`src/verilog/coherence_pkg.sv`:
```
`default_nettype none

package coherence_pkg;

    // ----------------------------------------------------------
    // Address layout
    // ----------------------------------------------------------
    localparam int WORD_W   = 32;
    localparam int BYTOFF_W = 2;
    localparam int BLKOFF_W = 1;
    localparam int IDX_W    = 3;
    localparam int TAG_W    = WORD_W - IDX_W - BLKOFF_W - BYTOFF_W;

    localparam int CACHE_SETS  = 1 << IDX_W;     // One frame per index.
    localparam int BLOCK_WORDS = 1 << BLKOFF_W;

    typedef logic [WORD_W-1:0] word_t;

    typedef struct packed {
        logic [TAG_W-1:0]    tag;
        logic [IDX_W-1:0]    idx;
        logic [BLKOFF_W-1:0] blkoff;
        logic [BYTOFF_W-1:0] bytoff;
    } snoop_addr_t;

    // ----------------------------------------------------------
    // Frame and controller state
    // ----------------------------------------------------------
    typedef struct packed {
        logic                         valid;
        logic                         dirty;
        logic [TAG_W-1:0]             tag;
        word_t [BLOCK_WORDS-1:0]      data;  // Indexed by blkoff.
    } dcache_frame_t;

    typedef enum logic [2:0] {
        IDLE,
        WAIT,
        HIT_M_W1,
        HIT_M_W2,
        HIT_S_W1,
        HIT_S_W2
    } snoop_state_t;

endpackage

`default_nettype wire

```
`src/verilog/snoop_if.sv`:
```
`timescale 1ns/1ps
`default_nettype none

interface snoop_if;

    // Lookup side.
    coherence_pkg::snoop_addr_t   snoop_addr;
    logic                         snoop_hit;
    coherence_pkg::dcache_frame_t snoop_frame;

    // Update side, from the snoop controller.
    logic clear_dirty;
    logic clear_valid;
    logic busy;    // Transfer in progress.

    modport dsu (
        input  snoop_addr,
        input  snoop_hit,
        input  snoop_frame,
        output clear_dirty,
        output clear_valid,
        output busy
    );

    modport store (
        input  snoop_addr,
        output snoop_hit,
        output snoop_frame,
        input  clear_dirty,
        input  clear_valid,
        input  busy
    );

endinterface

`default_nettype wire

```
`src/verilog/dcache_frame_store.sv`:
```
`timescale 1ns/1ps
`default_nettype none

module dcache_frame_store (
    input  logic                       CLK,
    input  logic                       nRST,
    snoop_if.store                     sif,
    input  logic                       pr_wen,
    input  logic                       pr_dirty,
    input  coherence_pkg::snoop_addr_t pr_addr,
    input  coherence_pkg::word_t       pr_wdata
);

    coherence_pkg::dcache_frame_t frames [coherence_pkg::CACHE_SETS];

    coherence_pkg::dcache_frame_t pr_frame;
    coherence_pkg::dcache_frame_t lookup_frame;
    logic                         wr_en;

    // ----------------------------------------------------------
    // Snoop lookup
    // ----------------------------------------------------------
    assign lookup_frame = frames[sif.snoop_addr.idx];

    assign sif.snoop_frame = lookup_frame;
    assign sif.snoop_hit   = lookup_frame.valid
                             && (lookup_frame.tag == sif.snoop_addr.tag);

    // ----------------------------------------------------------
    // Processor port
    // ----------------------------------------------------------
    assign pr_frame = frames[pr_addr.idx];
    assign wr_en    = pr_wen && !sif.busy;  // Dropped during a transfer.

    always_ff @(posedge CLK, negedge nRST)
    begin
        if (!nRST)
        begin
            frames <= '{default: '0};
        end
        else
        begin
            if (wr_en)
            begin
                frames[pr_addr.idx].valid <= 1'b1;
                frames[pr_addr.idx].tag   <= pr_addr.tag;
                frames[pr_addr.idx].dirty <= pr_frame.dirty | pr_dirty;
                frames[pr_addr.idx].data[pr_addr.blkoff] <= pr_wdata;
            end

            // Snoop side clears, second word only.
            if (sif.clear_dirty)
            begin
                frames[sif.snoop_addr.idx].dirty <= 1'b0;
            end
            if (sif.clear_valid)
            begin
                frames[sif.snoop_addr.idx].valid <= 1'b0;
            end
        end
    end

    // ----------------------------------------------------------
    // Checks
    // ----------------------------------------------------------
    a_valid_clear_with_dirty: assert property (
        @(posedge CLK) disable iff (!nRST)
        sif.clear_valid |-> sif.clear_dirty
    )
    else
        $error("clear_valid without clear_dirty");

    // A write refused during a transfer leaves the frame as it was.
    a_dropped_write: assert property (
        @(posedge CLK) disable iff (!nRST)
        (pr_wen && sif.busy && !sif.clear_dirty)
            |=> (frames[$past(pr_addr.idx)] == $past(pr_frame))
    )
    else
        $error("processor write changed a frame while busy");

    // A write outside a transfer lands in the frame.
    a_write_not_busy: assert property (
        @(posedge CLK) disable iff (!nRST)
        (pr_wen && !sif.busy)
            |=> (frames[$past(pr_addr.idx)].data[$past(pr_addr.blkoff)]
                 == $past(pr_wdata))
    )
    else
        $error("processor write dropped outside a transfer");

endmodule

`default_nettype wire

```
`src/verilog/dcache_snoop_unit.sv`:
```
`timescale 1ns/1ps
`default_nettype none

module dcache_snoop_unit (
    input  logic                 CLK,
    input  logic                 nRST,
    snoop_if.dsu                 sif,
    input  logic                 ccwait,
    input  logic                 ccinv,
    input  logic                 mem_ready,
    output logic                 cctrans,
    output logic                 ccwrite,
    output logic                 pr_stall,
    output coherence_pkg::word_t daddr,
    output coherence_pkg::word_t dstore
);

    coherence_pkg::snoop_state_t state;
    coherence_pkg::snoop_state_t nxt_state;

    logic second_word;

    // ----------------------------------------------------------
    // State machine
    // ----------------------------------------------------------
    always_ff @(posedge CLK, negedge nRST)
    begin
        if (!nRST)
            state <= coherence_pkg::IDLE;
        else
            state <= nxt_state;
    end

    always_comb
    begin
        nxt_state = state;
        case (state)
            coherence_pkg::IDLE:
            begin
                if (ccwait && sif.snoop_hit && sif.snoop_frame.dirty)
                    nxt_state = coherence_pkg::HIT_M_W1;
                else if (ccwait && sif.snoop_hit)
                    nxt_state = coherence_pkg::HIT_S_W1;
                else if (ccwait)
                    nxt_state = coherence_pkg::WAIT;  // Miss.
            end
            coherence_pkg::WAIT:
            begin
                if (!ccwait)
                    nxt_state = coherence_pkg::IDLE;
            end
            coherence_pkg::HIT_M_W1:
            begin
                if (mem_ready)
                    nxt_state = coherence_pkg::HIT_M_W2;
            end
            coherence_pkg::HIT_S_W1:
            begin
                if (mem_ready)
                    nxt_state = coherence_pkg::HIT_S_W2;
            end
            coherence_pkg::HIT_M_W2,
            coherence_pkg::HIT_S_W2:
            begin
                if (mem_ready)
                    nxt_state = coherence_pkg::WAIT;
            end
            default:
            begin
                nxt_state = coherence_pkg::IDLE;
            end
        endcase
    end

    // ----------------------------------------------------------
    // Bus and frame outputs
    // ----------------------------------------------------------
    assign second_word = (state == coherence_pkg::HIT_M_W2)
                         || (state == coherence_pkg::HIT_S_W2);

    assign cctrans  = (state != coherence_pkg::IDLE) && (state != coherence_pkg::WAIT);
    assign ccwrite  = (state == coherence_pkg::HIT_M_W1)
                      || (state == coherence_pkg::HIT_M_W2);
    assign pr_stall = cctrans;
    assign sif.busy = cctrans;

    // Block base, word offset inserted, byte offset zero.
    assign daddr  = cctrans ? {sif.snoop_addr.tag, sif.snoop_addr.idx, second_word, 2'b00} : '0;
    assign dstore = cctrans ? sif.snoop_frame.data[second_word] : '0;

    assign sif.clear_dirty = second_word;
    assign sif.clear_valid = second_word && ccinv;

    // ----------------------------------------------------------
    // Checks
    // ----------------------------------------------------------
    a_write_in_trans: assert property (
        @(posedge CLK) disable iff (!nRST)
        ccwrite |-> cctrans
    )
    else
        $error("ccwrite outside a transfer");

    a_hold_on_backpressure: assert property (
        @(posedge CLK) disable iff (!nRST)
        (cctrans && !mem_ready) |=> ($stable(daddr) && $stable(dstore))
    )
    else
        $error("daddr or dstore moved while mem_ready low");

    a_trans_under_wait: assert property (
        @(posedge CLK) disable iff (!nRST)
        cctrans |-> ccwait
    )
    else
        $error("transfer state held with ccwait low");

endmodule

`default_nettype wire

```
`src/verilog/dcache_snoop_top.sv`:
```
`timescale 1ns/1ps
`default_nettype none

module dcache_snoop_top (
    input  logic                       CLK,
    input  logic                       nRST,

    // Coherence controller.
    input  logic                       ccwait,
    input  logic                       ccinv,
    input  coherence_pkg::word_t       ccsnoopaddr,

    // Memory.
    input  logic                       mem_ready,

    // Bus.
    output logic                       cctrans,
    output logic                       ccwrite,
    output coherence_pkg::word_t       daddr,
    output coherence_pkg::word_t       dstore,

    // Processor.
    input  logic                       pr_wen,
    input  logic                       pr_dirty,
    input  coherence_pkg::snoop_addr_t pr_addr,
    input  coherence_pkg::word_t       pr_wdata,
    output logic                       pr_stall
);

    snoop_if sif ();

    assign sif.snoop_addr = coherence_pkg::snoop_addr_t'(ccsnoopaddr);

    // ----------------------------------------------------------
    // Frame array and snoop controller
    // ----------------------------------------------------------
    dcache_frame_store u_store (
        .CLK      (CLK),
        .nRST     (nRST),
        .sif      (sif.store),
        .pr_wen   (pr_wen),
        .pr_dirty (pr_dirty),
        .pr_addr  (pr_addr),
        .pr_wdata (pr_wdata)
    );

    dcache_snoop_unit u_dsu (
        .CLK       (CLK),
        .nRST      (nRST),
        .sif       (sif.dsu),
        .ccwait    (ccwait),
        .ccinv     (ccinv),
        .mem_ready (mem_ready),
        .cctrans   (cctrans),
        .ccwrite   (ccwrite),
        .pr_stall  (pr_stall),
        .daddr     (daddr),
        .dstore    (dstore)
    );

endmodule

`default_nettype wire

```
`config.mk`:
```
export PLATFORM = sky130hd
export DESIGN_NAME = dcache_snoop_top
export DESIGN_NICKNAME = d
export VERILOG_FILES = /design/src/verilog/coherence_pkg.sv /design/src/verilog/snoop_if.sv /design/src/verilog/dcache_frame_store.sv /design/src/verilog/dcache_snoop_unit.sv /design/src/verilog/dcache_snoop_top.sv
export SDC_FILE = /design/constraint.sdc
export NUM_CORES = 1
export LEC_CHECK = 0
export BUFFER_PORTS_ARGS = -buffer_cell sky130_fd_sc_hd__buf_2
export CAP_MARGIN = 20
export CORE_MARGIN = 2
export CORE_UTILIZATION = 56
export DETAILED_ROUTE_END_ITERATION = 7
export PLACE_DENSITY_LB_ADDON = 0.1
export SLEW_MARGIN = 20
export SYNTH_ARGS = -nofsm -noshare
export SYNTH_HDL_FRONTEND = slang
export SYNTH_SLANG_ARGS = --single-unit
```
`constraint.sdc`:
```
create_clock -name CLK -period 2.29 [get_ports CLK]
set_input_delay 0.229 -clock CLK [delete_from_list [all_inputs] [get_ports CLK]]
set_output_delay 0.229 -clock CLK [all_outputs]
set_load 0.01 [all_outputs]
```
==> impl_metrics.tcl <==
set metrics [dict create \
    status "complete, but fails checks" \
    violations "setup timing" \
    synth_flop_cell "dfrtp_1" \
    cp.required_ns 2.06 \
    cp_max_fo 7 \
    synth-seq-cells 739 \
    power.total_mw 37.5 \
    rsz0062_at_grt "yes" \
    grtUsageTotal_pct 33.7 \
    fin_crit_ns 2.66 \
    clock.fmax_mhz 376 \
    hold_viol 0 \
    p_comb_share_pct 18.0 \
    first_pass_iters 6 \
    ys_seq_area_share_pct 54.8 \
    ys_warn_count 0 \
    antenna_found_initial 8 \
    post_drt_wl_per_cell_um 28.5 \
    ctsLongestPathBuffers 3 \
    syn2layout_area_growth_pct 26.7 \
    synth_top_area_cell "dfrtp_1" \
    yosys-top-cells-count "dfrtp_1, mux2_2, nand2_1" \
    grt_max_degree 104 \
    cts_root_buf "clkbuf_16" \
    seqPwrFrac_pct 47.0 \
    initial_core_util_pct 56.3 \
    drcViolationCount 0 \
    path_cells "buf_6 > nor2b_4 > nand2b_4 > nand2_4 > buf_8 > clkinvlp_4 > buf_12 > buf_12 > a21o_1 > buf_2" \
    die_w_um 250 \
    drive_gt1_share_pct 43.0 \
    route.vias.total 25300 \
    worstPathArrival_ns 2.43 \
    synth_cell_types 57 \
    cpPeakStageDelay_ns 0.40 \
    start_kind "flop" \
    clk_latency_ns 0.63 \
    drtIter0Drc 2413 \
    finalWorstSetupSlack_ns -0.370 \
    numCtsBuffers 79 \
    p_leak_nw 19.7 \
    crit_type "reg2out" \
    dieHeight_um 250 \
    place_congestion 0.890 \
    max_slew.worst_pin.slew_ns 0.754 \
    whs_ns 0.0774 \
    postLayoutCoreUtil_pct 71.3 \
    setup_viol 701 \
    clock-sinks 739 \
    crit_path_end_kind "primary output" \
    path_buf_inv 6 \
    finClkSkew_ns 0.0158 \
    grt_pass1_wl_mm 158 \
    sw_frac_of_total_pct 26.8 \
    first_global_vias 25500 \
    fp-row-count 90 \
    p_switching_mw 10.0 \
    path_common_cell "buf_12" \
    p_clk_share_pct 35.0 \
    synth_top_area_share_pct 54.8 \
    grt-ovfl-total 0 \
    min_period_over_period_pct 116 \
    place_ws_ns -0.362 \
    slew-limit-headroom_pct 49.7 \
    synth_area_leaders "dfrtp_1, mux2_2, nand2_1, mux4_2, mux2i_1" \
    slew_violations 0 \
    viasPerCell 6.37 \
    netlist_instances 2750 \
    yosysMostFrequentCell "dfrtp_1" \
    syn_area_mm2 0.0338 \
    core_mm2 0.0600 \
    cap_violations 0 \
    p_per_area_mw_per_mm2 877 \
    design.die.area_mm2 0.0623 \
    detail_route.wirelength_mm 113 \
    hp-class "in2reg" \
    async_flop_share_pct 100 \
    hpwl_mm 63.8 \
    crit_slowest_cell "dfrtp_1" \
    cts_max_level 3 \
    cts.reportedPaths.clkPinSlew_ns 0.06 \
    syn_avg_cell_area_um2 12.3 \
    synth_enable_flop_cells 0 \
    crit_family "buffers and inverters" \
    nets 3220 \
    cts_tree "built" \
    cellInternalPower_mw 27.5 \
    port_buffers 162 \
    ir_worst_vdd_v 0.000630 \
    io_pins 170 \
    ant_nets 0 \
]
## metal layers
layer / vias up / GRT usage, % / share of wire (%)
li1: 10600 / - / -
met1: 13200 / 44.6 / 40
met2: 1176 / 55.6 / 48
met3: 277 / 6.02 / 7.7
met4: 8 / 13.7 / 4.3
met5: - / 0 / 0.041
## power groups by stage
stage / registers (mW) / logic, mW / clock network, mW
floorplan: 17.1 / 4.34 / 0
finish: 17.6 / 6.75 / 13.1
detailed placement: 17.7 / 6.05 / 0
global placement: 17.4 / 5.77 / 0
CTS: 17.5 / 6.27 / 13.2
global route: 17.9 / 7.28 / 13.8
## worst paths after layout
path,startpoint,end,slack (ns),depth (start not counted)
min in group asynchronous,nRST,asynchronous set/reset pin,0.10,2
max reg2reg,u_dsu.state[1],flop,-0.32,12
min,pr_wdata[8],flop,0.08,2
max,u_dsu.state[1],dstore[8],-0.37,10
max in group asynchronous,nRST,asynchronous set/reset pin,1.18,4
min reg2reg,flop,flop,0.47,2
## cell families after synthesis
group,count (synthesis),share of synthesized area [%]
AOI/OAI and AO/OA,346,7.28
buffers and inverters,223,2.98
muxes,740,26.0
DFF,739,54.8
xor gates and xnor gates,19,0.493
other,1,0.0111
and+or+nand+nor,682,8.45
## cell usage in the layout, fill, tap and decap left out, types with 16 or more instances in the layout
cell	instances
a21oi_1	47
a221oi_1	52
a221oi_2	17
a22o_1	34
a22oi_1	64
and2_1	31
buf_12	81
buf_2	146
buf_4	178
buf_6	36
clkbuf_16	106
clkbuf_8	18
clkinv_2	19
dfrtp_1	739
dlygate4sd3_1	28
mux2_2	498
mux2_4	105
mux2i_1	85
mux4_2	50
nand2_1	513
nor2_1	33
o21ai_0	31
o22ai_1	20
xor2_1	16
## what timing repair did
| item | CTS | global route |
|---|---|---|
| setup endpoints to repair | 106 | 255 |
| resized for setup | 107 | 211 |
| setup buffers | 12 | 39 |
| hold buffers | 28 | 0 |
| cloned | 5 | 29 |
| hold endpoints to repair | 389 | 0 |
| pin swaps | 14 | 16 |
## layout make-up
| class | count | area, um2 |
|---|---|---|
| clock inverter | 29 | 287 |
| tap | 782 | 978 |
| multi-input combinational | 1789 | 15400 |
| sequential | 739 | 18500 |
| clock buffer | 115 | 2380 |
| fill | 4098 | 17200 |
| antenna | 5 | 12.5 |
| inverter | 4 | 22.5 |
| timing repair buffer | 504 | 5210 |
## stage by stage
stage | area [um2] | TNS [ns] | instances
detailed placement | 37200 | -5.93 | 3710
global placement | 37200 | -5.08 | 3710
CTS | 40900 | -7.56 | 3897
finish | 42800 | -116.05 | 3967
floorplan | 33800 | 0 | 2751
global route | 42800 | -139.83 | 3965
No activity file was read; power rests on OpenSTA's default activity.
